<file path="src/sram_fifo_params.svh">
// default sizes and threshold percentages for the SRAM-backed byte FIFO
`ifndef SRAM_FIFO_PARAMS_SVH
`define SRAM_FIFO_PARAMS_SVH

// buffer depth in 16-bit half-words
`define SRAM_DEPTH 1048576

// external SRAM address and data widths
`define SRAM_AW 20
`define SRAM_DW 16

// reset values of the level thresholds, in percent of depth
`define NEAR_FULL_PCT 95
`define NEAR_EMPTY_PCT 5

// fill count in half-words, one bit wider than the address
`define FILL_W 21

// register bus address width and threshold width
`define BUS_AW 16
`define THRESH_W 8

`endif

</file>
<file path="src/sram_pkg.sv">
// SRAM address, half-word and fill count types for the SRAM FIFO
`default_nettype none

`include "sram_fifo_params.svh"

package sram_pkg;

    typedef logic [`SRAM_AW-1:0] sram_addr_t;

    // high byte leaves the FIFO first
    typedef struct packed {
        logic [7:0] hi;
        logic [7:0] lo;
    } sram_bytes_t;

    // one SRAM location, stored as a word and sent as two bytes
    typedef union packed {
        logic [`SRAM_DW-1:0] half;
        sram_bytes_t         bytes;
    } sram_word_u;

    // half-words held in SRAM plus the staged one
    typedef logic [`FILL_W-1:0] fill_t;

endpackage

`default_nettype wire

</file>
<file path="src/fifo_rd_if.sv">
// pointer block to read sequencer link, SRAM read grant and read data
`timescale 1ns/1ps
`default_nettype none

interface fifo_rd_if import sram_pkg::*; ();

    logic       empty;     // SRAM holds no half-word
    logic       read_sram; // reader owns the SRAM this cycle
    sram_word_u rdata;     // data on the SRAM pins
    logic       staged;    // prefetched half-word not yet fully sent

    modport ptrs (
        output empty,
        output rdata,
        input  read_sram,
        input  staged
    );

    modport reader (
        input  empty,
        input  rdata,
        output read_sram,
        output staged
    );

endinterface

`default_nettype wire

</file>
<file path="src/sram_fifo_reader.sv">
// USB-side read sequencer with half-word prefetch, byte toggle and error count
`timescale 1ns/1ps
`default_nettype none

module sram_fifo_reader import sram_pkg::*; (
    input  wire         bus_clk,
    input  wire         rst,
    input  wire         usb_read,
    output logic [7:0]  usb_data,
    output logic [7:0]  err_count,
    output logic        data_avail,
    fifo_rd_if.reader   rd
);

    typedef enum logic [1:0] {
        RD_TRY,  // wait for SRAM data
        RD_READ, // one SRAM read cycle
        RD_HOLD  // half-word staged for the host
    } rd_state_e;

    rd_state_e  state_q;
    rd_state_e  state_d;
    sram_word_u data_q;
    logic       byte_sel; // 0 hi byte, 1 lo byte
    logic       take_dly; // strobe that consumed a byte, one cycle late

    always_comb begin
        state_d = state_q;
        case (state_q)
            RD_TRY: begin
                if (!rd.empty) begin
                    state_d = RD_READ;
                end
            end
            RD_READ: state_d = RD_HOLD;
            RD_HOLD: begin
                // lo byte taken, refill or go idle
                if (usb_read && byte_sel) begin
                    state_d = rd.empty ? RD_TRY : RD_READ;
                end
            end
            default: state_d = RD_TRY;
        endcase
    end

    always_ff @(posedge bus_clk) begin
        if (rst) begin
            state_q  <= RD_TRY;
            take_dly <= 1'b0;
            byte_sel <= 1'b0;
        end else begin
            state_q  <= state_d;
            take_dly <= usb_read && rd.staged;
            if (rd.read_sram) begin
                byte_sel <= 1'b0; // new half-word starts at hi
            end else if (take_dly) begin
                byte_sel <= !byte_sel;
            end
        end
    end

    assign rd.read_sram = (state_q == RD_READ);
    assign rd.staged    = (state_q == RD_HOLD);
    assign data_avail   = rd.staged;

    always_ff @(posedge bus_clk) begin
        if (rd.read_sram) begin
            data_q <= rd.rdata;
        end
    end

    assign usb_data = byte_sel ? data_q.bytes.lo : data_q.bytes.hi;

    // strobes with nothing staged, saturating
    always_ff @(posedge bus_clk) begin
        if (rst) begin
            err_count <= 8'h00;
        end else if (usb_read && !rd.staged && err_count != 8'hff) begin
            err_count <= err_count + 8'h01;
        end
    end

endmodule

`default_nettype wire

</file>
<file path="src/flat_wrapper.sv">
// flat-port wrapper written by rule: the top's interface ports become plain ports
module sram_fifo_reader_flat import sram_pkg::*;
  (bus_clk, rst, usb_read, usb_data, err_count, data_avail, rd_empty, rd_rdata, rd_read_sram, rd_staged);
  fifo_rd_if rd_i ();
  input  wire bus_clk;
  input  wire rst;
  input  wire usb_read;
  output logic [7:0] usb_data;
  output logic [7:0] err_count;
  output logic data_avail;
  input wire logic [$bits(rd_i.empty)-1:0] rd_empty;
  input wire logic [$bits(rd_i.rdata)-1:0] rd_rdata;
  output wire logic [$bits(rd_i.read_sram)-1:0] rd_read_sram;
  output wire logic [$bits(rd_i.staged)-1:0] rd_staged;
  assign rd_i.empty = rd_empty;
  assign rd_i.rdata = rd_rdata;
  assign rd_read_sram = rd_i.read_sram;
  assign rd_staged = rd_i.staged;
  sram_fifo_reader u_core (.bus_clk(bus_clk), .rst(rst), .usb_read(usb_read), .usb_data(usb_data), .err_count(err_count), .data_avail(data_avail), .rd(rd_i));
endmodule
</file>
<file path="config.mk">
export PLATFORM = sky130hd
export DESIGN_NAME = sram_fifo_reader_flat
export DESIGN_NICKNAME = d
export VERILOG_FILES = /design/src/sram_pkg.sv /design/src/fifo_rd_if.sv /design/src/sram_fifo_reader.sv /design/src/flat_wrapper.sv
export VERILOG_INCLUDE_DIRS = /design/src
export SDC_FILE = /design/constraint.sdc
export NUM_CORES = 1
export LEC_CHECK = 0
export BUFFER_PORTS_ARGS = -buffer_cell sky130_fd_sc_hd__buf_2
export CELL_PAD_IN_SITES_DETAIL_PLACEMENT = 1
export CELL_PAD_IN_SITES_GLOBAL_PLACEMENT = 2
export CORE_ASPECT_RATIO = 1.5
export CORE_MARGIN = 2
export CORE_UTILIZATION = 25
export DETAILED_ROUTE_END_ITERATION = 8
export PLACE_DENSITY = 0.64
export SYNTH_ARGS = -nofsm -noshare
export SYNTH_HDL_FRONTEND = slang
export SYNTH_SLANG_ARGS = --single-unit
</file>
<file path="constraint.sdc">
create_clock -name bus_clk -period 2.1 [get_ports bus_clk]
set_input_delay 0.105 -clock bus_clk [delete_from_list [all_inputs] [get_ports bus_clk]]
set_output_delay 0.105 -clock bus_clk [all_outputs]
set_load 0.02 [all_outputs]
</file>
## Word level (Yosys, flattened, before mapping)

Cells that the tools add are included.

- Equal/unequal tests: 5
- Reductions and logical operators: 9
- $mul: 0
- Divide/modulo/power cells: 0
- Shift operators: 0
- Mux-type cells: 5
- Magnitude comparators: 0
- Bitwise gates (word level): 0
- Add/sub/neg operators: 1

Operators by type and width:

| cell | number |
|---|---|
| adder 8 x 1 -> 8 bit, second input constant | 1 |
| two-way mux 8 bit | 1 |
| inequality test 8 bit, second input constant | 1 |
| case mux 2 bit (3 select lines) | 1 |
| logical AND 1 bit | 4 |
| two-way mux 2 bit | 2 |
| inequality test 2 bit, second input constant | 2 |
| == test 2 x 1 -> 1 bit, second input constant | 1 |
| == test 2 bit, second input constant | 1 |
| logical NOT 1 bit | 2 |
| logical NOT 2 bit | 1 |
| AND reduction 2 bit | 1 |
| OR reduction 2 bit | 1 |
| two-way mux 1 bit | 1 |

- Input port bits: 20
- ROM bits: 0
- Latch bits: 0
- RAM bits: 0
- Memories kept: 0
- Bits in registers: 28

## Longest topological paths before layout

- Word-level depth: 4
- Gate-level depth with buffers: 5

## Worst setup path after synthesis

OpenSTA, ideal clock, no wires.

- Path type: reg-to-reg
- Start point: register u_core.state_q[0]
- End point: register u_core.data_q[0] in the netlist's numbering, enable pin
- Required time: 1696 ps
- Clock period less this slack: 1783 ps
- Library setup time: 404 ps
- Path slack: 317 ps
- Cell stages (with the launch flop): 3
- Data arrival time: 1380 ps
- Cells stage by stage: dfxtp_1 inv_1 nor2_1

- Longest elaborated chain between the ends: 1

RTL lines:

| what | RTL line | text |
|---|---|---|
| start, declared | sram_fifo_reader.sv:21 | `rd_state_e state_q;` |
| start signal, assigned | sram_fifo_reader.sv:52 | `state_q <= state_d;` |
| == test 2 x 1 -> 1 bit | sram_fifo_reader.sv:62 | `assign rd.read_sram = (state_q == RD_READ);` |
| named net rd_read_sram | flat_wrapper.sv:13 | `output wire logic [$bits(rd_i.read_sram)-1:0] rd_read_sram;` |
| end signal, assigned | sram_fifo_reader.sv:68 | `data_q <= rd.rdata;` |
| end, declared | sram_fifo_reader.sv:23 | `sram_word_u data_q;` |

The timed path passes the listed nets, and every way through them passes these cells.
A chain may end at the register's enable or synchronous reset.

## Worst setup path in the final report

- Start point: register u_core.byte_sel
- End point: output port usb_data[2]

- Longest elaborated chain between the ends: 1

RTL lines:

| what | RTL line | text |
|---|---|---|
| start, declared | sram_fifo_reader.sv:24 | `logic byte_sel;` |
| start signal, assigned | sram_fifo_reader.sv:57 | `byte_sel <= !byte_sel;` |
| two-way mux 8 bit | sram_fifo_reader.sv:72 | `assign usb_data = byte_sel ? data_q.bytes.lo : data_q.bytes.hi;` |
| end, declared | flat_wrapper.sv:8 | `output logic [7:0] usb_data;` |

No other way between the ends.

==> flow_metrics.tcl <==
set metrics [dict create \
    ys_seq_area_frac 0.6436 \
    fin_skew_ns 0.004652 \
    final_common_cell "buf_2" \
    wl_um 2291 \
    synth_edf_count 16 \
    io_buffers 38 \
    drive_gt1_frac 0.4173 \
    start_util 0.2615 \
    grt_pass1_wl_um 3663 \
    die_h_um 85.97 \
    netlist_area_sq_um 1120 \
    p_leak_uw 0.0005636 \
    drt_first_iter_violations 9 \
    drc_errors 5 \
    seq_area_sq_um 720.7 \
    min_from "rd_rdata[4]" \
    path_max_fanout 10 \
    gr-usage-all-layers 0.09085 \
    die-area_sq_um 5042 \
    min_period_over_period 0.7265 \
    routed_via_density 4.879 \
    tns_ns 0 \
    ys_warn_count 0 \
    holdCritPathClass "input pin to register" \
    crit_type "register to output pin" \
    r2r_slack_ns 0.61 \
    status "complete, but fails checks" \
    clk_path_buf_depth 2 \
    rr_startpoint "u_core.err_count[0]$_SDFFE_PP0P_" \
    final_cell_mix "buf_2, edfxtp_1, dfxtp_1" \
    ant_nets 0 \
    grt_max_degree 16 \
    max-cap-violations 0 \
    num_rows 29 \
    fillers 492 \
    failed_checks "DRC" \
    wl_per_cell_um 13.24 \
    clk_pin_slew_ns 0.09 \
    drtPass1Iterations 6 \
    cts_made_buffers 3 \
    worstPathRequired_ns 2.00 \
    hold_viol 0 \
    dp_hpwl_um 1728 \
    setup_viol 0 \
    min_to "u_core.data_q[4]$_DFFE_PP_" \
    grt_pass1_vias 819 \
    io_pins 39 \
    maxSlewHeadroom 0.6241 \
    syn_to_final_growth_pct 28.94 \
    synth_cell_types 33 \
    ir_drop_uv 180.8 \
    num_vias 844 \
    multi_input_area_sq_um 367.9 \
    die_x_um 58.65 \
    synthCells 83 \
    rsz0062_at_grt "false" \
    synth_nets 104 \
    gr-total-overflow 0 \
    clk_latency_ns 0.26 \
    holdPathStages 1 \
    async_flop_share 0 \
    synth_seq_cells 28 \
    end_kind "output pin" \
    gp_congestion 0.7532 \
    synth-main-ff-cell "edfxtp_1" \
    period_minus_slack_ns 1.526 \
    cts_htree_levels 1 \
    cts.sinks 28 \
    n_antenna_cell 0 \
    power_density_nw_per_um2 701.4 \
    r2r_cells 5 \
    start_kind "register" \
    cp.arrival_ns 1.42 \
    tightest_slew_ns 0.5618 \
    antenna_found_initial 0 \
    max_clock_freq_mhz 655.4 \
    cts_root_buf "clkbuf_8" \
    r2r-end "u_core.err_count[5]$_SDFFE_PP0P_" \
    core_sq_um 4282 \
    postSynthAreaPerCell_sq_um 13.49 \
    nets 149 \
    slew_viol_final 0 \
    fin_util 0.3372 \
    cts_tree "yes" \
]
==> power breakdown <==
group / internal, uW / switching, uW / total, uW
logic: 48.3 / 62.3 / 111
registers: 606 / 11.7 / 617
clock network: 131 / 154 / 285
total: 785 / 228 / 1010
==> routing by layer <==
| metal | share of wire | GRT usage |
|---|---|---|
| met4 | 0.0052 | 0.01860 |
| met3 | 0.073 | 0.01810 |
| met1 | 0.43 | 0.1082 |
| met5 | 0 | 0 |
| met2 | 0.49 | 0.1655 |
==> worst max-delay path by stage <==
stage / slack [ns] / endpoint / depth (start not counted) / start
global placement: 0.65 / u_core.data_q[6]$_DFFE_PP_ / 3 / u_core.state_q[0]$_SDFFE_PP0P_
finish: 0.57 / usb_data[2] / 2 / u_core.byte_sel$_SDFFE_PP0P_
global route: 0.47 / u_core.err_count[5]$_SDFFE_PP0P_ / 5 / u_core.err_count[0]$_SDFFE_PP0P_
CTS: 0.53 / usb_data[2] / 2 / u_core.byte_sel$_SDFFE_PP0P_
detailed placement: 0.60 / u_core.data_q[7]$_DFFE_PP_ / 3 / u_core.state_q[0]$_SDFFE_PP0P_
floorplan: 0.32 / u_core.data_q[0]$_DFFE_PP_ / 2 / u_core.state_q[0]$_SDFFE_PP0P_
==> flip-flops by register name (all words and copies together) (netlist names) <==
signal,cells
u_core.byte_sel,1
u_core.data_q,16
u_core.err_count,8
u_core.state_q,2
u_core.take_dly,1
==> metrics by stage <==
step | instance area [sq um] | total power (uW) | worst slack (ns) | hold WS (ns) | std cells
6_report | 1444 | 1013 | 0.5743 | 0.009110 | 173
5_1_grt | 1444 | 1062 | 0.4654 | 0.00008532 | 173
4_1_cts | 1414 | 1031 | 0.5256 | 0.0004414 | 170
3_5_place_dp | 1359 | 737.9 | 0.6030 | 0.2839 | 165
3_3_place_gp | 1359 | 734.4 | 0.6471 | 0.2718 | 165
2_1_floorplan | 1120 | 691.8 | 0.3169 | 0.1811 | 83
==> Yosys cell counts, types with 2 or more instances <==
| cell | count | area [sq um] |
|---|---|---|
| a21oi_1 | 3 | 15.01 |
| nor3_1 | 3 | 15.01 |
| dfxtp_1 | 12 | 240.2 |
| nand3_1 | 2 | 10.01 |
| nor2_1 | 6 | 22.52 |
| mux2_2 | 8 | 90.09 |
| inv_1 | 4 | 15.01 |
| edfxtp_1 | 16 | 480.5 |
| a211oi_1 | 5 | 37.54 |
==> final cells by class <==
type                       count  share of cell area
clock buffer                   3             0.02860
clock inverter                 1            0.002600
inverter                       4             0.01040
multi-input combinational     48              0.2548
sequential                    28              0.4991
tap                           46             0.03986
timing repair buffer          43              0.1646
==> kinds of logic (layout without fill, tap and decap cells) <==
family | after synthesis | after routing | share of synthesized area
simple gates | 21 | 21 | 0.1151
fa+ha+maj | 1 | 1 | 0.01117
buf+inv | 7 | 51 | 0.02792
compound gates | 15 | 15 | 0.09722
flops | 28 | 28 | 0.6436
xor+xnor | 2 | 2 | 0.01565
mux | 9 | 9 | 0.08939
==> worst max-delay path, stage by stage (launching register included) <==
cell     delay [ns]
dfxtp_1        0.62
mux2_2         0.39
buf_2          0.16
==> repair_timing <==
action	CTS	global route
gates resized for setup	0	0
hold buffers	1	3
setup buffers	0	0
endpoints found under the hold margin	1	3
No activity file was read; power rests on OpenSTA's default activity.
