==> config.mk <==
export PLATFORM = sky130hd
export DESIGN_NAME = sram_fifo_level
export DESIGN_NICKNAME = d
export VERILOG_FILES = /design/src/fifo_regs_pkg.sv /design/src/sram_pkg.sv /design/src/sram_fifo_level.sv
export VERILOG_INCLUDE_DIRS = /design/src
export SDC_FILE = /design/constraint.sdc
export NUM_CORES = 1
export LEC_CHECK = 0
export ABC_AREA = 0
export BUFFER_PORTS_ARGS = -buffer_cell sky130_fd_sc_hd__buf_2
export CORE_AREA = 2 2 39 41
export CTS_BUF_LIST = sky130_fd_sc_hd__clkbuf_8
export CTS_CLUSTER_DIAMETER = 30
export CTS_CLUSTER_SIZE = 20
export DETAILED_ROUTE_END_ITERATION = 16
export DIE_AREA = 0 0 41 43
export GPL_TIMING_DRIVEN = 0
export HOLD_SLACK_MARGIN = 0.12
export MAX_ROUTING_LAYER = met4
export PLACE_DENSITY = 0.78
export SLEW_MARGIN = 15
export SYNTH_ARGS = -nofsm -noshare
export SYNTH_HDL_FRONTEND = slang
export SYNTH_SLANG_ARGS = --single-unit
==> constraint.sdc <==
create_clock -name bus_clk -period 3.69 [get_ports bus_clk]
set_input_delay 0.369 -clock bus_clk [delete_from_list [all_inputs] [get_ports bus_clk]]
set_output_delay 0.369 -clock bus_clk [all_outputs]
set_load 0.03 [all_outputs]
==> src/sram_fifo_params.svh <==
// default sizes and threshold percentages for the SRAM-backed byte FIFO
`ifndef SRAM_FIFO_PARAMS_SVH
`define SRAM_FIFO_PARAMS_SVH

// buffer depth in 16-bit half-words
`define SRAM_DEPTH 1048576

// external SRAM address and data widths
`define SRAM_AW 20
`define SRAM_DW 16

// reset values of the level thresholds, in percent of depth
`define NEAR_FULL_PCT 95
`define NEAR_EMPTY_PCT 5

// fill count in half-words, one bit wider than the address
`define FILL_W 21

// register bus address width and threshold width
`define BUS_AW 16
`define THRESH_W 8

`endif

==> src/fifo_regs_pkg.sv <==
// register map and threshold types for the bus side of the SRAM FIFO
`default_nettype none

`include "sram_fifo_params.svh"

package fifo_regs_pkg;

    // write side and read side share addresses 1 and 2
    typedef enum logic [`BUS_AW-1:0] {
        REG_SOFT_RST  = 0, // any write flushes the FIFO
        REG_LEVEL_HI  = 1, // near-full threshold / fill bits 23:16
        REG_LEVEL_MID = 2, // near-empty threshold / fill bits 15:8
        REG_LEVEL_LO  = 3, // fill bits 7:0
        REG_ERR_CNT   = 4  // saturating read-error count
    } reg_addr_e;

    // threshold in 1/256 of depth
    typedef logic [`THRESH_W-1:0] thresh_t;

    localparam thresh_t NEAR_FULL_TH_DEF  = thresh_t'(255 * `NEAR_FULL_PCT / 100);
    localparam thresh_t NEAR_EMPTY_TH_DEF = thresh_t'(255 * `NEAR_EMPTY_PCT / 100);

endpackage

`default_nettype wire

==> src/sram_pkg.sv <==
// SRAM address, half-word and fill count types for the SRAM FIFO
`default_nettype none

`include "sram_fifo_params.svh"

package sram_pkg;

    typedef logic [`SRAM_AW-1:0] sram_addr_t;

    // high byte leaves the FIFO first
    typedef struct packed {
        logic [7:0] hi;
        logic [7:0] lo;
    } sram_bytes_t;

    // one SRAM location, stored as a word and sent as two bytes
    typedef union packed {
        logic [`SRAM_DW-1:0] half;
        sram_bytes_t         bytes;
    } sram_word_u;

    // half-words held in SRAM plus the staged one
    typedef logic [`FILL_W-1:0] fill_t;

endpackage

`default_nettype wire

==> src/sram_fifo_level.sv <==
// near-full flag of the SRAM FIFO with hysteresis between two thresholds
`timescale 1ns/1ps
`default_nettype none

`include "sram_fifo_params.svh"

module sram_fifo_level import sram_pkg::*; import fifo_regs_pkg::*; #(
    parameter int DEPTH = `SRAM_DEPTH
) (
    input  wire     bus_clk,
    input  wire     rst,
    input  fill_t   fill_count,
    input  thresh_t near_full_th,
    input  thresh_t near_empty_th,
    output logic    near_full
);

    localparam int MARK_W = `FILL_W + `THRESH_W;

    typedef logic [MARK_W-1:0] mark_t;

    mark_t full_mark;
    mark_t empty_mark;
    mark_t fill_ext;

    // multiply first so small depths keep their resolution
    function automatic mark_t scale_th(input thresh_t th);
        return (mark_t'(th) * mark_t'(DEPTH)) >> `THRESH_W;
    endfunction

    assign full_mark  = scale_th(near_full_th);
    assign empty_mark = scale_th(near_empty_th);
    assign fill_ext   = mark_t'(fill_count);

    always_ff @(posedge bus_clk) begin
        if (rst) begin
            near_full <= 1'b0;
        end else if (fill_ext >= full_mark || near_full_th == '0) begin
            near_full <= 1'b1;
        end else if (fill_ext <= empty_mark) begin
            near_full <= 1'b0; // zero fill lands here too
        end
    end

endmodule

`default_nettype wire

# Word level (Yosys, flattened, before mapping)
# Cells that the tools add are included.
# word_totals
reg_bits	1
# classes
mux	2
n_reduce_logical	3
magnitude_cmp	2
# op_table
cell	count
$ge 21x20->1	1
$le 21x20->1	1
$logic_not 8->1	1
$mux 1	2
$reduce_bool 2->1	1
$logic_or 1x1->1	1

# Logic depth before layout (Yosys ltp)
# Gate-level depths: netlist (run 1).
# depth
word_depth	3
depth_mapped	7

# Least setup slack after synthesis (run 1)
# No wires, ideal clock.
# synth_timing
path_type	input to register
startpoint	input near_empty_th[3]
endpoint	register near_full
arrival_ns	1.659
slack_ns	1.896
required_ns	3.555
cell_stages	7
path_cell_list	inv_1 ha_1 and4_4 nor2b_4 o31a_1 a2111oi_2 o311ai_1
# synth_via
elab_chain_len	2
# synth_lines
item	line_no	rtl
start: declaration	sram_fifo_level.sv:14	input thresh_t near_empty_th,
$le 21x20->1	sram_fifo_level.sv:40	end else if (fill_ext <= empty_mark) begin
$reduce_bool 2->1 (no line)	n/a	
end signal: assignment	sram_fifo_level.sv:37	near_full <= 1'b0;
end signal: assignment	sram_fifo_level.sv:39	near_full <= 1'b1;
end signal: assignment	sram_fifo_level.sv:41	near_full <= 1'b0;
end: declaration	sram_fifo_level.sv:15	output logic near_full
# Every way passes these cells.
# A chain may end at the register's enable or synchronous reset.

# Worst setup path in the final report (run 1)
# layout_timing
startpoint	input fill_count[15]
endpoint	register near_full
# layout_via
elab_chain_len	3
word_cells_on_any_way	5
classes_between	order compare: 2; mux: 1; reduce/logical: 2
# layout_lines
item	line_no	rtl
start: declaration	sram_fifo_level.sv:12	input fill_t fill_count,
$ge 21x20->1	sram_fifo_level.sv:38	end else if (fill_ext >= full_mark || near_full_th == '0) begin
$logic_or 1x1->1	sram_fifo_level.sv:38	
$mux 1 / $reduce_bool 2->1 (equally long branches)	n/a	
# Several ways; a longest one is shown, not always the timed one.

==> flow_summary.json, run 1 <==
{
  "reg2reg_depth": 2,
  "drtAntennaViolNets": 0,
  "clkLatencyLatePin_ns": 0,
  "critPathBufInv": 1,
  "p_per_area_nw_per_um2": 113,
  "status": "finished, final reports clean",
  "syn_nets": 120,
  "timing.rr.end": "near_full",
  "endpoint_kind": "flip-flop",
  "synth-async-reset-ratio": 0,
  "start_util": 0.363,
  "grt_pass1_wl_um": 1950,
  "grt-ovfl-total": 0,
  "ir_drop_mv": 0.0426,
  "die_height_um": 43,
  "viasPerCell": 4.99,
  "core_um2": 1380,
  "largestRegisters": "near_full (1)",
  "setup-tns-final_ns": 0,
  "fin_crit_sh": 0.538,
  "crit_type": "input port to flip-flop",
  "yosysUniqueCellTypes": 23,
  "crit_path_cell_trace": "buf_2 -> ha_1 -> and4_4 -> nor2b_4 -> o31a_1 -> a2111oi_2 -> o311ai_1",
  "synth_seq_area_share": 0.0399,
  "nets": 161,
  "dp_hpwl_um": 1190,
  "layout-drive-gt1-share": 0.404,
  "required_ns": 3.55,
  "setup_viol": 0,
  "worst_hold_path.endpoint": "near_full",
  "fin_skew_ns": 0,
  "cp.arrival_ns": 1.84,
  "regToRegSetupSlack_ns": 2.95,
  "io_pins": 40,
  "slew_headroom": 0.814,
  "rsz0062_at_grt": "false",
  "via_count": 599,
  "max_freq_mhz": 504,
  "r2r_start": "near_full",
  "grt_max_degree": 5,
  "cp_slowest_cell": "a2111oi_2",
  "holdWs_ns": 0.519,
  "cts-resized-gates": 0,
  "p_leak_nw": 0.440,
  "tightestPinTransition_ns": 0.278,
  "die_w_um": 41,
  "antenna_found_initial": 0,
  "synthToLayoutAreaGrowth_pct": 42.9,
  "cp_max_fo": 2,
  "fillers": 140,
  "fin_util": 0.518,
  "min_period_ns": 1.99,
  "grt_pass1_vias": 545,
  "synth_flop_cell": "dfxtp_1",
  "max_stage_delay_ns": 0.34,
  "drcViolationCount": 0,
  "postCtsHoldBufs": 0,
  "synth_seq_cells": 1,
  "top_register": "near_full",
  "n_antenna_cell": 0,
  "syn_area_um2": 502,
  "yosysWarnings": 0,
  "rows": 14,
  "place_congestion": 0.801,
  "drt-initial-drc-count": 2,
  "portBuffers": 39,
  "drt-total-wl_um": 1230,
  "grt_usage": 0.154,
  "synth_edf_count": 0,
  "routedWlPerCell_um": 10.3,
  "dr.pass1.iters": 4,
  "die_area_um2": 1760,
  "postSynthCellCount": 65,
  "start_kind": "input port",
  "syn_area_per_cell_um2": 7.72,
  "hold_start": "near_full",
  "hold_viol": 0,
  "drv_cap": 0,
  "slew_violations": 0,
  "largest_reg_flops": 1,
  "whs_path_depth": 2,
  "crit_family": "compound AO/OA/AOI/OAI gates",
  "cts.clk_slew.worst_paths_ns": 0,
  "post_cts_buffers": 0,
  "hold_class": "flip-flop to flip-flop"
}
-- worst min-delay path, stage by stage, from the launching register on --
cell      delay (ns)
dfxtp_1         0.29
o21ai_0         0.07
o311ai_1        0.09
-- area by class of cell --
type                    count  area [µm²]  share of cell area
flip-flops and latches      1        20.0              0.0279
inverters                  15        56.3              0.0785
repair buffers             39         195               0.272
well taps                  16        20.0              0.0279
multi-input cells          49         425               0.593
-- logic make-up after synthesis --
kind of cell,after synthesis,synth area share
AOI/OAI and AO/OA,14,0.209
adders and majority gates,16,0.399
buffers and inverters,15,0.112
DFF,1,0.0399
and+or+nand+nor,19,0.239
-- routing by layer --
layer,vias to the layer above,share of wire,track usage
met2,21,0.52,0.281
met3,2,0.071,0
met5,-,0,-
met4,0,0.015,0.0200
met1,257,0.40,0.180
li1,319,-,-
-- cells in the final DEF (no fill, tap or decap) --
cell,Yosys,final
a2111oi_2,1,1
a211oi_1,1,1
a21o_1,3,3
a21oi_1,1,1
a22oi_1,1,1
and4_4,1,1
and4b_1,1,1
buf_2,0,39
dfxtp_1,1,1
ha_1,16,16
inv_1,15,15
nand2_1,1,1
nand2b_1,1,1
nand3_1,3,3
nand4b_1,1,1
nor2_1,4,4
nor2b_4,1,1
nor3_1,1,1
nor4_1,5,5
o21a_1,1,1
o21ai_0,3,3
o311ai_1,1,1
o31a_1,1,1
o31ai_1,1,1
-- synth_stat cells, types with 3 or more instances --
cell	number	area, µm²
o21ai_0	3	15.0
nand3_1	3	15.0
inv_1	15	56.3
ha_1	16	200
a21o_1	3	22.5
nor2_1	4	15.0
nor4_1	5	31.3
-- power by group --
group / internal (W) / leakage (nW) / switching, W
registers: 0.0000125 / 0.00843 / 0.000000782
logic: 0.0000359 / 0.432 / 0.0000321
clock network: 0 / 0 / 0
-- metrics by stage --
step / cells / power (W) / setup WS (ns) / area [µm²]
after global routing: 120 / 0.0000919 / 1.64 / 717
after detailed placement: 120 / 0.0000818 / 1.68 / 717
after floorplan: 65 / 0.0000499 / 1.90 / 502
after global placement: 120 / 0.0000792 / 1.69 / 717
final: 120 / 0.0000812 / 1.70 / 717
after CTS: 120 / 0.0000824 / 1.68 / 717
-- worst max-delay path by stage --
| stage | start | endpoint | slack [ns] | cells past startpoint |
|---|---|---|---|---|
| 2_1_floorplan | near_empty_th[3] | near_full | 1.90 | 7 |
| 3_3_place_gp | fill_count[13] | near_full | 1.69 | 7 |
| 3_5_place_dp | fill_count[15] | near_full | 1.68 | 7 |
| 4_1_cts | fill_count[15] | near_full | 1.68 | 7 |
| 5_1_grt | fill_count[15] | near_full | 1.64 | 7 |
| 6_report | fill_count[15] | near_full | 1.70 | 7 |
Note: power is estimated with default switching activity, not from simulation.
==> run 2, diff against run 1 <==
ABC_AREA = 1   (was 0)
CORE_AREA = 2 2 41 43   (was 2 2 39 41)
DIE_AREA = 0 0 43 45   (was 0 0 41 43)
clock period = 1.92 ns   (was 3.69 ns; I/O delays follow)
==> flow_summary.json, run 2 <==
{
  "status": "finished, final reports clean",
  "synth_edf_count": 0,
  "routedWlPerCell_um": 8.09,
  "max_freq_mhz": 747,
  "dr.pass1.iters": 4,
  "start_kind": "input port",
  "synth_compound_area_frac": 0.0585,
  "synth_most_common_cell": "nand2_1",
  "portBuffers": 39,
  "largest_reg_flops": 1,
  "synth_area_leaders": "ha_1 (33%), nand2_1 (19%), nor2_1 (16%), inv_1 (15%), a21oi_1 (5.0%)",
  "die_area_um2": 1940,
  "clkLatencyLatePin_ns": 0,
  "yosys.area_share.simple": 0.424,
  "via_count": 742,
  "crit_path_cell_trace": "buf_2 -> ha_1 -> nand2_1 -> nor2_1 -> nand2_1 -> nor2_1 -> nand2_1 -> nand2_1 -> nor2_1 -> nor2_1 -> nor2_1",
  "drtAntennaViolNets": 0,
  "ir_drop_mv": 0.152,
  "hold_class": "input port to flip-flop",
  "n_antenna_cell": 0,
  "grt-ovfl-total": 0,
  "grt_max_degree": 6,
  "mostFrequentLayoutCells": "buf_2 (39), nand2_1 (30), nor2_1 (25), inv_1 (24), ha_1 (16)",
  "synth_top_area_frac": 0.334,
  "cts-resized-gates": 0,
  "io_pins": 40,
  "synth_seq_cells": 1,
  "setup-tns-final_ns": 0,
  "slew_headroom": 0.845,
  "drv_cap": 0,
  "tightestPinTransition_ns": 0.230,
  "crit_path_frequent_cell": "nor2_1",
  "synth-async-reset-ratio": 0,
  "cp_slowest_cell": "ha_1",
  "max_stage_delay_ns": 0.28,
  "holdWs_ns": 0.350,
  "place_ws_ns": 0.553,
  "rows": 14,
  "syn_area_per_cell_um2": 5.40,
  "p_per_area_nw_per_um2": 205,
  "top_register": "near_full",
  "crit_type": "input port to flip-flop",
  "layout-drive-gt1-share": 0.267,
  "grt_pass1_wl_um": 2390,
  "die_height_um": 45,
  "fin_skew_ns": 0,
  "syn_area_um2": 599,
  "drt-total-wl_um": 1340,
  "nets": 207,
  "place_congestion": 0.806,
  "antenna_found_initial": 0,
  "hold_viol": 0,
  "postCtsHoldBufs": 0,
  "setup_viol": 0,
  "core_um2": 1470,
  "fin_crit_sh": 0.697,
  "synth_top_area_cell": "ha_1",
  "synth_flop_cell": "dfxtp_1",
  "cts.clk_slew.worst_paths_ns": 0,
  "post_cts_buffers": 0,
  "min_period_ns": 1.34,
  "synth_commonest_cells": "nand2_1 (30), nor2_1 (25), inv_1 (24)",
  "fin_ws_ns": 0.582,
  "final_common_cell": "buf_2",
  "cp_max_fo": 2,
  "rsz0062_at_grt": "false",
  "p_leak_nw": 0.534,
  "drt-initial-drc-count": 11,
  "syn_nets": 166,
  "dp_hpwl_um": 1280,
  "instances_no_fill": 166,
  "cp.arrival_ns": 1.23,
  "postSynthCellCount": 111,
  "drcViolationCount": 0,
  "required_ns": 1.81,
  "die_w_um": 43,
  "synth_seq_area_share": 0.0334,
  "yosysWarnings": 0,
  "grt_usage": 0.153,
  "grt_pass1_vias": 668,
  "yosysUniqueCellTypes": 12,
  "place.detailed.instances": 166,
  "largestRegisters": "near_full (1)",
  "viasPerCell": 4.47,
  "start_util": 0.407,
  "synth_top_family_by_area": "simple AND/OR/NAND/NOR gates",
  "synthToLayoutAreaGrowth_pct": 35.9,
  "slew_violations": 0,
  "synth-adder-area-share": 0.334,
  "muxShareOfSynthArea": 0,
  "endpoint_kind": "flip-flop",
  "post_synth_xor_area_fraction": 0
}
[run 2: stage by stage]
step	cell area (µm²)	utilization	total power, W
final	815	0.554	0.000167
after global placement	815	0.554	0.000164
after floorplan	599	-	0.000107
after global routing	815	0.554	0.000193
after detailed placement	815	0.554	0.000169
after CTS	815	0.554	0.000169
[run 2: worst paths after layout]
path	startpoint	endpoint	slack, ns	cells past startpoint
max	fill_count[16]	near_full	0.58	11
max reg2reg	near_full	near_full	1.29	4
min reg2reg	near_full	near_full	0.56	4
min	rst	near_full	0.35	2
[run 2: final cells by class]
type                    count  area [µm²]
inverters                  24        90.1
flip-flops and latches      1        20.0
repair buffers             39         195
well taps                  16        20.0
fillers                   163         657
multi-input cells          86         489
[run 2: metal layers]
metal / track usage / wire, µm
met5: - / 0
met4: 0 / 0
met3: 0.00400 / 69
met1: 0.182 / 604
met2: 0.306 / 669
[run 2: where the power goes]
group          internal (W)  total (W)  switching, W
clock                     0          0             0
combinational     0.0000687   0.000143     0.0000747
sequential        0.0000231  0.0000238   0.000000730
[run 2: cell families after synthesis]
| logic type | Yosys count |
|---|---|
| AND/OR/NAND/NOR | 63 |
| buffers and inverters | 24 |
| adder cells (fa/ha/maj) | 16 |
| AO/OA/AOI/OAI | 7 |
| flip-flops | 1 |
[run 2: worst max-delay path: cells and delay by family]
family	cells	cell delay [ns]
and+or+nand+nor	9	0.64
buffers and inverters	1	0.11
adders and majority gates	1	0.28
