`src/sram_fifo_params.svh`:
```
// default sizes and threshold percentages for the SRAM-backed byte FIFO
`ifndef SRAM_FIFO_PARAMS_SVH
`define SRAM_FIFO_PARAMS_SVH

// buffer depth in 16-bit half-words
`define SRAM_DEPTH 1048576

// external SRAM address and data widths
`define SRAM_AW 20
`define SRAM_DW 16

// reset values of the level thresholds, in percent of depth
`define NEAR_FULL_PCT 95
`define NEAR_EMPTY_PCT 5

// fill count in half-words, one bit wider than the address
`define FILL_W 21

// register bus address width and threshold width
`define BUS_AW 16
`define THRESH_W 8

`endif

```
`src/fifo_regs_pkg.sv`:
```
// register map and threshold types for the bus side of the SRAM FIFO
`default_nettype none

`include "sram_fifo_params.svh"

package fifo_regs_pkg;

    // write side and read side share addresses 1 and 2
    typedef enum logic [`BUS_AW-1:0] {
        REG_SOFT_RST  = 0, // any write flushes the FIFO
        REG_LEVEL_HI  = 1, // near-full threshold / fill bits 23:16
        REG_LEVEL_MID = 2, // near-empty threshold / fill bits 15:8
        REG_LEVEL_LO  = 3, // fill bits 7:0
        REG_ERR_CNT   = 4  // saturating read-error count
    } reg_addr_e;

    // threshold in 1/256 of depth
    typedef logic [`THRESH_W-1:0] thresh_t;

    localparam thresh_t NEAR_FULL_TH_DEF  = thresh_t'(255 * `NEAR_FULL_PCT / 100);
    localparam thresh_t NEAR_EMPTY_TH_DEF = thresh_t'(255 * `NEAR_EMPTY_PCT / 100);

endpackage

`default_nettype wire

```
`src/sram_fifo_regs.sv`:
```
// bus register file of the SRAM FIFO with soft reset, thresholds and status readback
`timescale 1ns/1ps
`default_nettype none

`include "sram_fifo_params.svh"

module sram_fifo_regs import fifo_regs_pkg::*; (
    input  wire                bus_clk,
    input  wire                rst,
    input  wire [`BUS_AW-1:0]  bus_add,
    input  wire [7:0]          bus_data_in,
    input  wire                bus_rd,
    input  wire                bus_wr,
    input  wire [`FILL_W-1:0]  fill_count,
    input  wire [7:0]          err_count,
    output logic [7:0]         bus_data_out,
    output logic               fifo_rst,
    output thresh_t            near_full_th,
    output thresh_t            near_empty_th
);

    logic        soft_rst_q;
    logic [23:0] fill_ext; // fill count spread over three bytes

    assign fill_ext = 24'(fill_count);

    // soft reset fires the cycle after the write
    always_ff @(posedge bus_clk) begin
        if (rst) begin
            soft_rst_q <= 1'b0;
        end else begin
            soft_rst_q <= bus_wr && (bus_add == REG_SOFT_RST);
        end
    end

    assign fifo_rst = rst | soft_rst_q;

    always_ff @(posedge bus_clk) begin
        if (fifo_rst) begin
            near_full_th  <= NEAR_FULL_TH_DEF;
            near_empty_th <= NEAR_EMPTY_TH_DEF;
        end else if (bus_wr) begin
            case (bus_add)
                REG_LEVEL_HI:  near_full_th  <= bus_data_in;
                REG_LEVEL_MID: near_empty_th <= bus_data_in;
                default: ; // other addresses are read only
            endcase
        end
    end

    // readback valid one cycle after the strobe
    always_ff @(posedge bus_clk) begin
        if (bus_rd) begin
            case (bus_add)
                REG_LEVEL_HI:  bus_data_out <= fill_ext[23:16];
                REG_LEVEL_MID: bus_data_out <= fill_ext[15:8];
                REG_LEVEL_LO:  bus_data_out <= fill_ext[7:0];
                REG_ERR_CNT:   bus_data_out <= err_count;
                default:       bus_data_out <= 8'h00;
            endcase
        end
    end

endmodule

`default_nettype wire

```
`config.mk`:
```
export PLATFORM = sky130hd
export DESIGN_NAME = sram_fifo_regs
export DESIGN_NICKNAME = d
export VERILOG_FILES = /design/src/fifo_regs_pkg.sv /design/src/sram_fifo_regs.sv
export VERILOG_INCLUDE_DIRS = /design/src
export SDC_FILE = /design/constraint.sdc
export NUM_CORES = 1
export LEC_CHECK = 0
export BUFFER_PORTS_ARGS = -buffer_cell sky130_fd_sc_hd__buf_2
export CAP_MARGIN = 0
export CORE_ASPECT_RATIO = 0.7
export CORE_UTILIZATION = 37
export CTS_CLUSTER_DIAMETER = 120
export DETAILED_ROUTE_END_ITERATION = 10
export HOLD_SLACK_MARGIN = 0.1
export PLACE_DENSITY = 0.75
export SYNTH_ARGS = -nofsm -noshare
export SYNTH_HDL_FRONTEND = slang
export SYNTH_SLANG_ARGS = --single-unit
```
`constraint.sdc`:
```
create_clock -name bus_clk -period 1.49 [get_ports bus_clk]
set_input_delay 0.149 -clock bus_clk [delete_from_list [all_inputs] [get_ports bus_clk]]
set_output_delay 0.149 -clock bus_clk [all_outputs]
set_load 0.01 [all_outputs]
```
Word-level counts from Yosys, hierarchy flattened
Cells that the tools add are included.
{ "totals": {"reg_bits": 25, "latch_bits": 0, "mem_bits_rw": 0, "rom_bits": 0, "inputBits": 57, "out_inout_bits": 25, "word_cells": 14, "n_memories": 0} }
{ "op_classes": {"n_addsub": 0, "mul": 0, "div_mod_pow": 0, "order_cmp": 0, "eq_ne": 4, "shift": 0, "n_mux": 1, "n_bitwise": 1, "n_reduce_logical": 4} }
{ "op_table": {"columns": ["operator", "count"], "rows": [
  ["16-bit by 2-bit == test with 1-bit output (second input constant)", 2],
  ["8-bit case mux with 4 select lines", 1],
  ["16-bit by 1-bit == test with 1-bit output (second input constant)", 1],
  ["16-bit by 3-bit == test with 1-bit output (second input constant)", 1],
  ["16-bit logical NOT", 1],
  ["2-bit AND reduction", 2],
  ["1-bit logical AND", 1],
  ["1-bit bitwise OR", 1]
]} }

Logic depth before layout (Yosys ltp)
Gate-level depths: netlist of run 1.
{ "logic_depth": {"ltp_word": 2, "mapped_depth": 5, "ltp_nobuf": 4} }

Worst setup path after synthesis of run 1
No wires, ideal clock.
{ "synth_path": {"kind": "input to register", "from": "input port bus_add[13]", "to": "register bus_data_out[0] (data pin)", "setup_ns": 0.133, "arrival_time_ns": 1.409, "t_required_ns": 1.357, "setup_slack_ns": -0.051, "path_stages": 4, "path_buffers": 0, "path_cell_list": "or4_4 nor4_4 a222oi_1 nand2_1"} }
{ "synth_between": {"elab_chain_len": 2, "elab_cells_between_ends": 5, "classes_between": "eq/ne: 4; mux: 1"} }
{ "synth_rtl": {"columns": ["item", "line_no", "text"], "rows": [
  ["from (decl)", "sram_fifo_regs.sv:10", "input wire [`BUS_AW-1:0] bus_add,"],
  ["16-bit by 3-bit == test with 1-bit output, or another cell as far along", "sram_fifo_regs.sv:54", "case (bus_add)"],
  ["8-bit case mux with 4 select lines *", "sram_fifo_regs.sv:54", null],
  ["to (signal assigned)", "sram_fifo_regs.sv:55", "REG_LEVEL_HI: bus_data_out <= fill_ext[23:16];"],
  ["to (signal assigned)", "sram_fifo_regs.sv:56", "REG_LEVEL_MID: bus_data_out <= fill_ext[15:8];"],
  ["to (signal assigned)", "sram_fifo_regs.sv:57", "REG_LEVEL_LO: bus_data_out <= fill_ext[7:0];"],
  ["to (decl)", "sram_fifo_regs.sv:16", "output logic [7:0] bus_data_out,"]
]} }
Mark *: on every way between the ends. The rest lies on a longest branch, timed or not.
A chain may end at the register's enable or synchronous reset.

Worst setup path in the final report of run 1
{ "layout_path": {"from": "input port bus_add[14]", "to": "register near_empty_th[6]"} }
{ "layout_between": {"elab_chain_len": 2} }
{ "layout_rtl": {"columns": ["item", "line_no", "text"], "rows": [
  ["16-bit by 2-bit == test with 1-bit output", "sram_fifo_regs.sv:43", "case (bus_add)"],
  ["2-bit AND reduction (no line)", null, null],
  ["to (signal assigned)", "sram_fifo_regs.sv:45", "REG_LEVEL_MID: near_empty_th <= bus_data_in;"],
  ["to (decl)", "sram_fifo_regs.sv:19", "output thresh_t near_empty_th"]
]} }
Every way passes these cells.

==> results of run 1 <==
metrics by stage:
| stage | instances | setup slack [ps] | hold slack [ps] | util [%] | total power, mW |
|---|---|---|---|---|---|
| global route | 263 | 10.1 | 136 | 59.0 | 1.34 |
| detailed placement | 258 | -179 | 411 | 57.3 | 0.902 |
| finish | 263 | 98.7 | 130 | 59.0 | 1.29 |
| CTS | 262 | 103 | 121 | 58.7 | 1.30 |
| global placement | 258 | -147 | 406 | 57.3 | 0.903 |
| floorplan | 124 | -38.3 | 225 | - | 0.775 |
cells by family after synthesis:
kind of cell	share of synthesized area, %
and+or+nand+nor	30.7
buffers and inverters	2.88
AOI/OAI and AO/OA	18.7
DFF	47.7
final cells by class:
type | count | share of cell area, %
Timing Repair Buffer | 101 | 30.6
Inverter | 4 | 0.809
Sequential cell | 25 | 31.3
Clock buffer | 4 | 2.43
Multi-Input combinational cell | 91 | 32.3
Tap cell | 38 | 2.56
cell usage in the layout, fill, tap and decap left out, types with 3 or more instances in the layout:
master	instances
buf_4	19
a21oi_1	14
clkbuf_8	3
nor4_4	4
nor4b_1	3
a222oi_1	7
nand2_1	12
or4_4	3
buf_2	81
nor3_1	5
inv_1	3
o21ai_0	16
nand3_1	14
edfxtp_1	8
dfxtp_1	17
nor4_1	4
nand4_1	3
metal layers:
layer	global-route usage [%]	vias up	share of wire, %
met5	0	-	0
met2	30.6	63	43
li1	-	696	-
met3	6.95	2	10
met4	4.76	0	0.41
met1	25.0	606	46
state kept, by name, indices dropped and copies added (netlist names):
signal,flops
bus_data_out,8
soft_rst_q,1
near_full_th,8
near_empty_th,8
power groups by stage:
stage          clock [mW]  combinational (mW)  sequential (mW)
5_1_grt             0.438               0.188            0.714
3_3_place_gp            0               0.173            0.730
4_1_cts             0.415               0.173            0.714
2_1_floorplan           0              0.0380            0.737
6_report            0.400               0.174            0.713
3_5_place_dp            0               0.173            0.729
cell usage after synthesis:
library cell / n
dfxtp_1: 17
nor2_1: 1
buf_4: 1
buf_2: 1
or4b_1: 1
a21oi_1: 14
clkbuf_1: 2
edfxtp_1: 8
or4_4: 3
nor3_1: 5
a222oi_1: 7
nand3_1: 14
or4bb_1: 1
nor4_1: 4
a22oi_1: 1
inv_1: 3
clkinv_1: 1
nor4b_1: 3
or4b_2: 1
nand4_1: 3
o21ai_0: 16
and4_1: 1
nor4_4: 4
nand2_1: 12
worst max-delay path, stage by stage:
cell and delay, ps:
buf_2 100, or4_4 600, nor4_4 290, buf_4 190
nand3_1 80, a21oi_1 160
timing repair:
item,CTS,global route
setup endpoints to repair,0,2
setup buffers,0,1
gates resized for setup,0,1
hold endpoints to repair,0,0
worst max-delay path by stage:
stage | endpoint | slack [ps] | depth (start not counted)
after floorplan | bus_data_out[0] | -40 | 4
after detailed placement | near_empty_th[6] | -180 | 6
final | near_empty_th[6] | 100 | 6
after global routing | near_full_th[2] | 10 | 7
after global placement | near_empty_th[5] | -150 | 6
after CTS | near_empty_th[6] | 100 | 6
==> metrics.csv, run 1 <==
metric,value,unit
p_sw_share,23.0,%
grt_usage,19.3,%
wl_per_cell,12.8,um
p_int,0.991,mW
cp-startpoint,bus_add[14],
dr.pass1.iters,8,
status,finished with violations,
synth-seq-area-share,47.7,%
yosys_warnings,0,
grt_overflow,0,
worst_r2r_endpoint,near_full_th[5],
cellLeakagePower,0.869,nW
reg2reg_depth,3,
power_frac_clock,31.1,%
synth-seq-cells,25,
rows,17,
drtAntennaViolNets,0,
min_to,near_empty_th[2],
fp.dieH,50.0,um
violations,DRC,
cts_tree,built,
numCtsBuffers,3,
synth_fp_nets,181,
worstHoldStart,bus_data_in[2],
cts_htree_levels,1,
wl,3.38,mm
clk_path_buf_depth,2,
final_area,0.00186,mm^2
fin_worst_skew,1.98,ps
synth_cell_types,24,
r2r-start,soft_rst_q,
finalSetupTns,0,ps
io_pins,82,
synth_top_area_share,28.0,%
combPwrFrac,13.5,%
path_clk_slew,80,ps
drtIter0Drc,83,
vdd_drop_max,0.453,mV
grt_pass1_wl,5.29,mm
reg2reg_slack,650,ps
multi_input_area,601,um^2
tightest_slew,447,ps
postSynthCellCount,124,
pwr-share-seq,55.5,%
grt_pass1_vias,1215,
start_kind,primary input,
worstPathArrival,1590,ps
initial_utilization,38.6,%
antenna_found_initial,0,
viasPerCell,5.20,
slew_headroom,69.8,%
drive_above_1_share,50.2,%
holdPathStages,3,
fillers,276,
syn2layout_area_growth,52.7,%
syn_area,0.00122,mm^2
die_width,70.5,um
grt_max_degree,17,
drv_slew,0,
synthTopCellsByArea,"dfxtp_1, edfxtp_1, nor4_4",
powerDensity,693,mW/mm^2
hold_violations,0,
synth.avg_cell_area,9.81,um^2
p_sw,0.296,mW
cts-root-buf,clkbuf_8,
path_max_fanout,8,
drc,18,
dp_hpwl,2.67,mm
dpl_cell_area,0.00180,mm^2
rsz0062_at_grt,false,
yosysTopAreaCell,dfxtp_1,
max_freq,719,MHz
cap_violations,0,
hold_class,primary input to register,
regArea,581,um^2
fin_nets,283,
period_share,93.4,%
dr_total_vias,1367,
end_kind,register,
critical_path_class,primary input to register,
finalCriticalPeriod,1390,ps
place.gp.congestion,0.764,
setup_viol,0,
clk_latency,270,ps
port_buffers,81,
ctsHoldBuffers,0,
clkSinkCount,25,
critPathRequiredTime,1690,ps
design.core.area,0.00315,mm^2
die_area,0.00352,mm^2
diodes,0,
No activity file was read; power rests on OpenSTA's default activity.
==> inputs of run 2 (changes only) <==
--- a/config.mk
+++ b/config.mk
@@ -6,14 +6,14 @@
 export SDC_FILE = /design/constraint.sdc
 export NUM_CORES = 1
 export LEC_CHECK = 0
-export BUFFER_PORTS_ARGS = -buffer_cell sky130_fd_sc_hd__buf_2
 export CAP_MARGIN = 0
 export CORE_ASPECT_RATIO = 0.7
-export CORE_UTILIZATION = 37
+export CORE_UTILIZATION = 55
 export CTS_CLUSTER_DIAMETER = 120
 export DETAILED_ROUTE_END_ITERATION = 10
+export DONT_BUFFER_PORTS = 1
 export HOLD_SLACK_MARGIN = 0.1
-export PLACE_DENSITY = 0.75
+export PLACE_DENSITY = 0.73
 export SYNTH_ARGS = -nofsm -noshare
 export SYNTH_HDL_FRONTEND = slang
 export SYNTH_SLANG_ARGS = --single-unit
==> constraint.sdc (replaced) <==
create_clock -name bus_clk -period 1.2 [get_ports bus_clk]
set_input_delay 0.12 -clock bus_clk [delete_from_list [all_inputs] [get_ports bus_clk]]
set_output_delay 0.12 -clock bus_clk [all_outputs]
set_load 0.01 [all_outputs]
==> metrics.csv, run 2 (synthesis results as in run 1) <==
metric,value,unit,change
status,finished with violations,,
violations,"DRC, hold timing, setup timing",,
path_clk_slew,160,ps,+80 ps
critPathRequiredTime,1480,ps,-210 ps
max_freq,779,MHz,
crit_chain,or4_4 -> nor4_4 -> buf_6 -> nand3_1 -> a21oi_1,,
vdd_drop_max,0.584,mV,+29%
diodes,0,,unchanged
cts_htree_levels,1,,unchanged
dr_total_vias,1597,,+17%
initial_utilization,61.8,%,+23 points
crit_family,simple AND/OR/NAND/NOR gates,,
top_regs,"bus_data_out (8), near_empty_th (8), near_full_th (8)",,
wl_per_cell,26.8,um,+110%
numCtsBuffers,3,,unchanged
critical_path_class,primary input to register,,
clk_path_buf_depth,2,,unchanged
die_width,58.2,um,-17%
clk_latency,340,ps,+70 ps
rsz0062_at_grt,true,,
fp.dieH,41.3,um,-17%
start_kind,primary input,,
dr.pass1.iters,10,,+2
finalCriticalPeriod,1280,ps,
grt_max_degree,18,,+1
reg2reg_slack,230,ps,-420 ps
fin_nets,237,,-16%
wl,5.60,mm,+66%
syn2layout_area_growth,52.7,%,unchanged
final_cell_mix,"dlygate4sd3_1, dfxtp_1, o21ai_0",,
viasPerCell,7.64,,+47%
design.core.area,0.00197,mm^2,-37%
rows,13,,-4
powerDensity,816,mW/mm^2,+18%
fin_worst_skew,19.4,ps,+17.4 ps
fin_ws,-84.4,ps,-183 ps
slowest_delay,590,ps,about the same
fin_worst_hold_slack,-16.6,ps,-147 ps
critPathBufInv,1,,-1
cap_violations,0,,unchanged
clkSinkCount,25,,unchanged
setup_viol,9,,+9
dp_hpwl,2.33,mm,-13%
period_share,107,%,
reg2reg_depth,4,,+1
fillers,55,,-80%
drive_above_1_share,19.0,%,-31 points
place.gp.congestion,0.796,,+4.2%
drv_slew,0,,unchanged
cellLeakagePower,0.688,nW,-21%
final_common_cell,dlygate4sd3_1,,
end_kind,register,,
drtIter0Drc,314,,+280%
port_buffers,0,,-100%
drtAntennaViolNets,0,,unchanged
slew_headroom,59.2,%,-11 points
path_max_fanout,8,,unchanged
tightest_slew,610,ps,+163 ps
holdPathStages,3,,unchanged
antenna_found_initial,0,,unchanged
final_cells,209,,-21%
crit_cells,5,,-1
drc,2,,-16
grt_overflow,0,,unchanged
cts-root-buf,clkbuf_4,,
placedCellCount,161,,-38%
slowest_stage,or4_4,,
worstPathArrival,1560,ps,-30 ps
grt_usage,36.3,%,+17 points
grt_pass1_vias,1253,,+3.1%
grt_pass1_wl,6.08,mm,+15%
cts_tree,built,,
io_pins,82,,unchanged
hold_violations,1,,+1
hold_class,primary input to register,,
die_area,0.00241,mm^2,-32%
-- run 2: cell types whose count changed in the layout (fill, tap and decap cells not counted), moves of 3 or more --
cell,before,now
a21oi_2,0,3
nor4_1,4,1
clkbuf_4,0,3
buf_2,81,0
clkbuf_8,3,0
nor4_4,4,7
buf_4,19,10
buf_6,0,3
dlygate4sd3_1,0,42
a21oi_1,14,11
-- run 2: worst min-delay path: stages --
cell and delay [ps]:
nor4_4 30, nand3_1 80, nor4b_1 50
-- run 2: repair_timing --
item / CTS / global route
hold buffers: 39 / 3
setup endpoints to repair: 1 / 10
endpoints found under the hold margin: 33 / 8
buffers inserted: 1 / 1
pin swaps: 0 / 4
resized for setup: 1 / 8
-- run 2: power by group --
part	switching [mW]	internal (mW)	total (mW)
sequential	0.0141	0.886	0.900
clock	0.278	0.128	0.406
combinational	0.0890	0.120	0.209
total	0.381	1.13	1.51
-- run 2: path summary, 6_finish.rpt --
check	start	endpoint
setup / recovery	bus_add[13]	near_empty_th[6]
hold / removal	bus_add[10]	soft_rst_q
setup reg to reg	soft_rst_q	near_empty_th[6]
hold reg to reg	near_empty_th[4]	near_empty_th[4]
-- run 2: stage by stage --
| step | util, % | power [mW] | setup TNS (ps) | cell area, um^2 | setup slack (ps) |
|---|---|---|---|---|---|
| finish | 94.3 | 1.51 | -464 | 1860 | -84.4 |
| global route | 94.3 | 1.54 | -630 | 1860 | -220 |
| CTS | 91.0 | 1.47 | 0 | 1790 | 10.3 |
| detailed placement | 69.2 | 0.974 | -4630 | 1360 | -317 |
| global placement | 69.2 | 0.972 | -4080 | 1360 | -272 |
| floorplan | - | 0.966 | -4190 | 1260 | -299 |
-- run 2: cell type report --
cell class | instances | area (um^2) | share of cell area [%]
multi-input cells | 91 | 663 | 35.7
flip-flops and latches | 25 | 581 | 31.3
repair buffers | 55 | 529 | 28.5
well taps | 30 | 37.5 | 2.02
clock buffers | 3 | 22.5 | 1.21
inverters | 4 | 16.3 | 0.876
clock inverters | 1 | 7.51 | 0.404
-- run 2: layer usage --
metal / GRT usage (%) / share of wire (%)
met1: 45.3 / 30
met2: 62.9 / 43
met3: 9.57 / 18
met4: 13.7 / 9.8
met5: 0 / 0
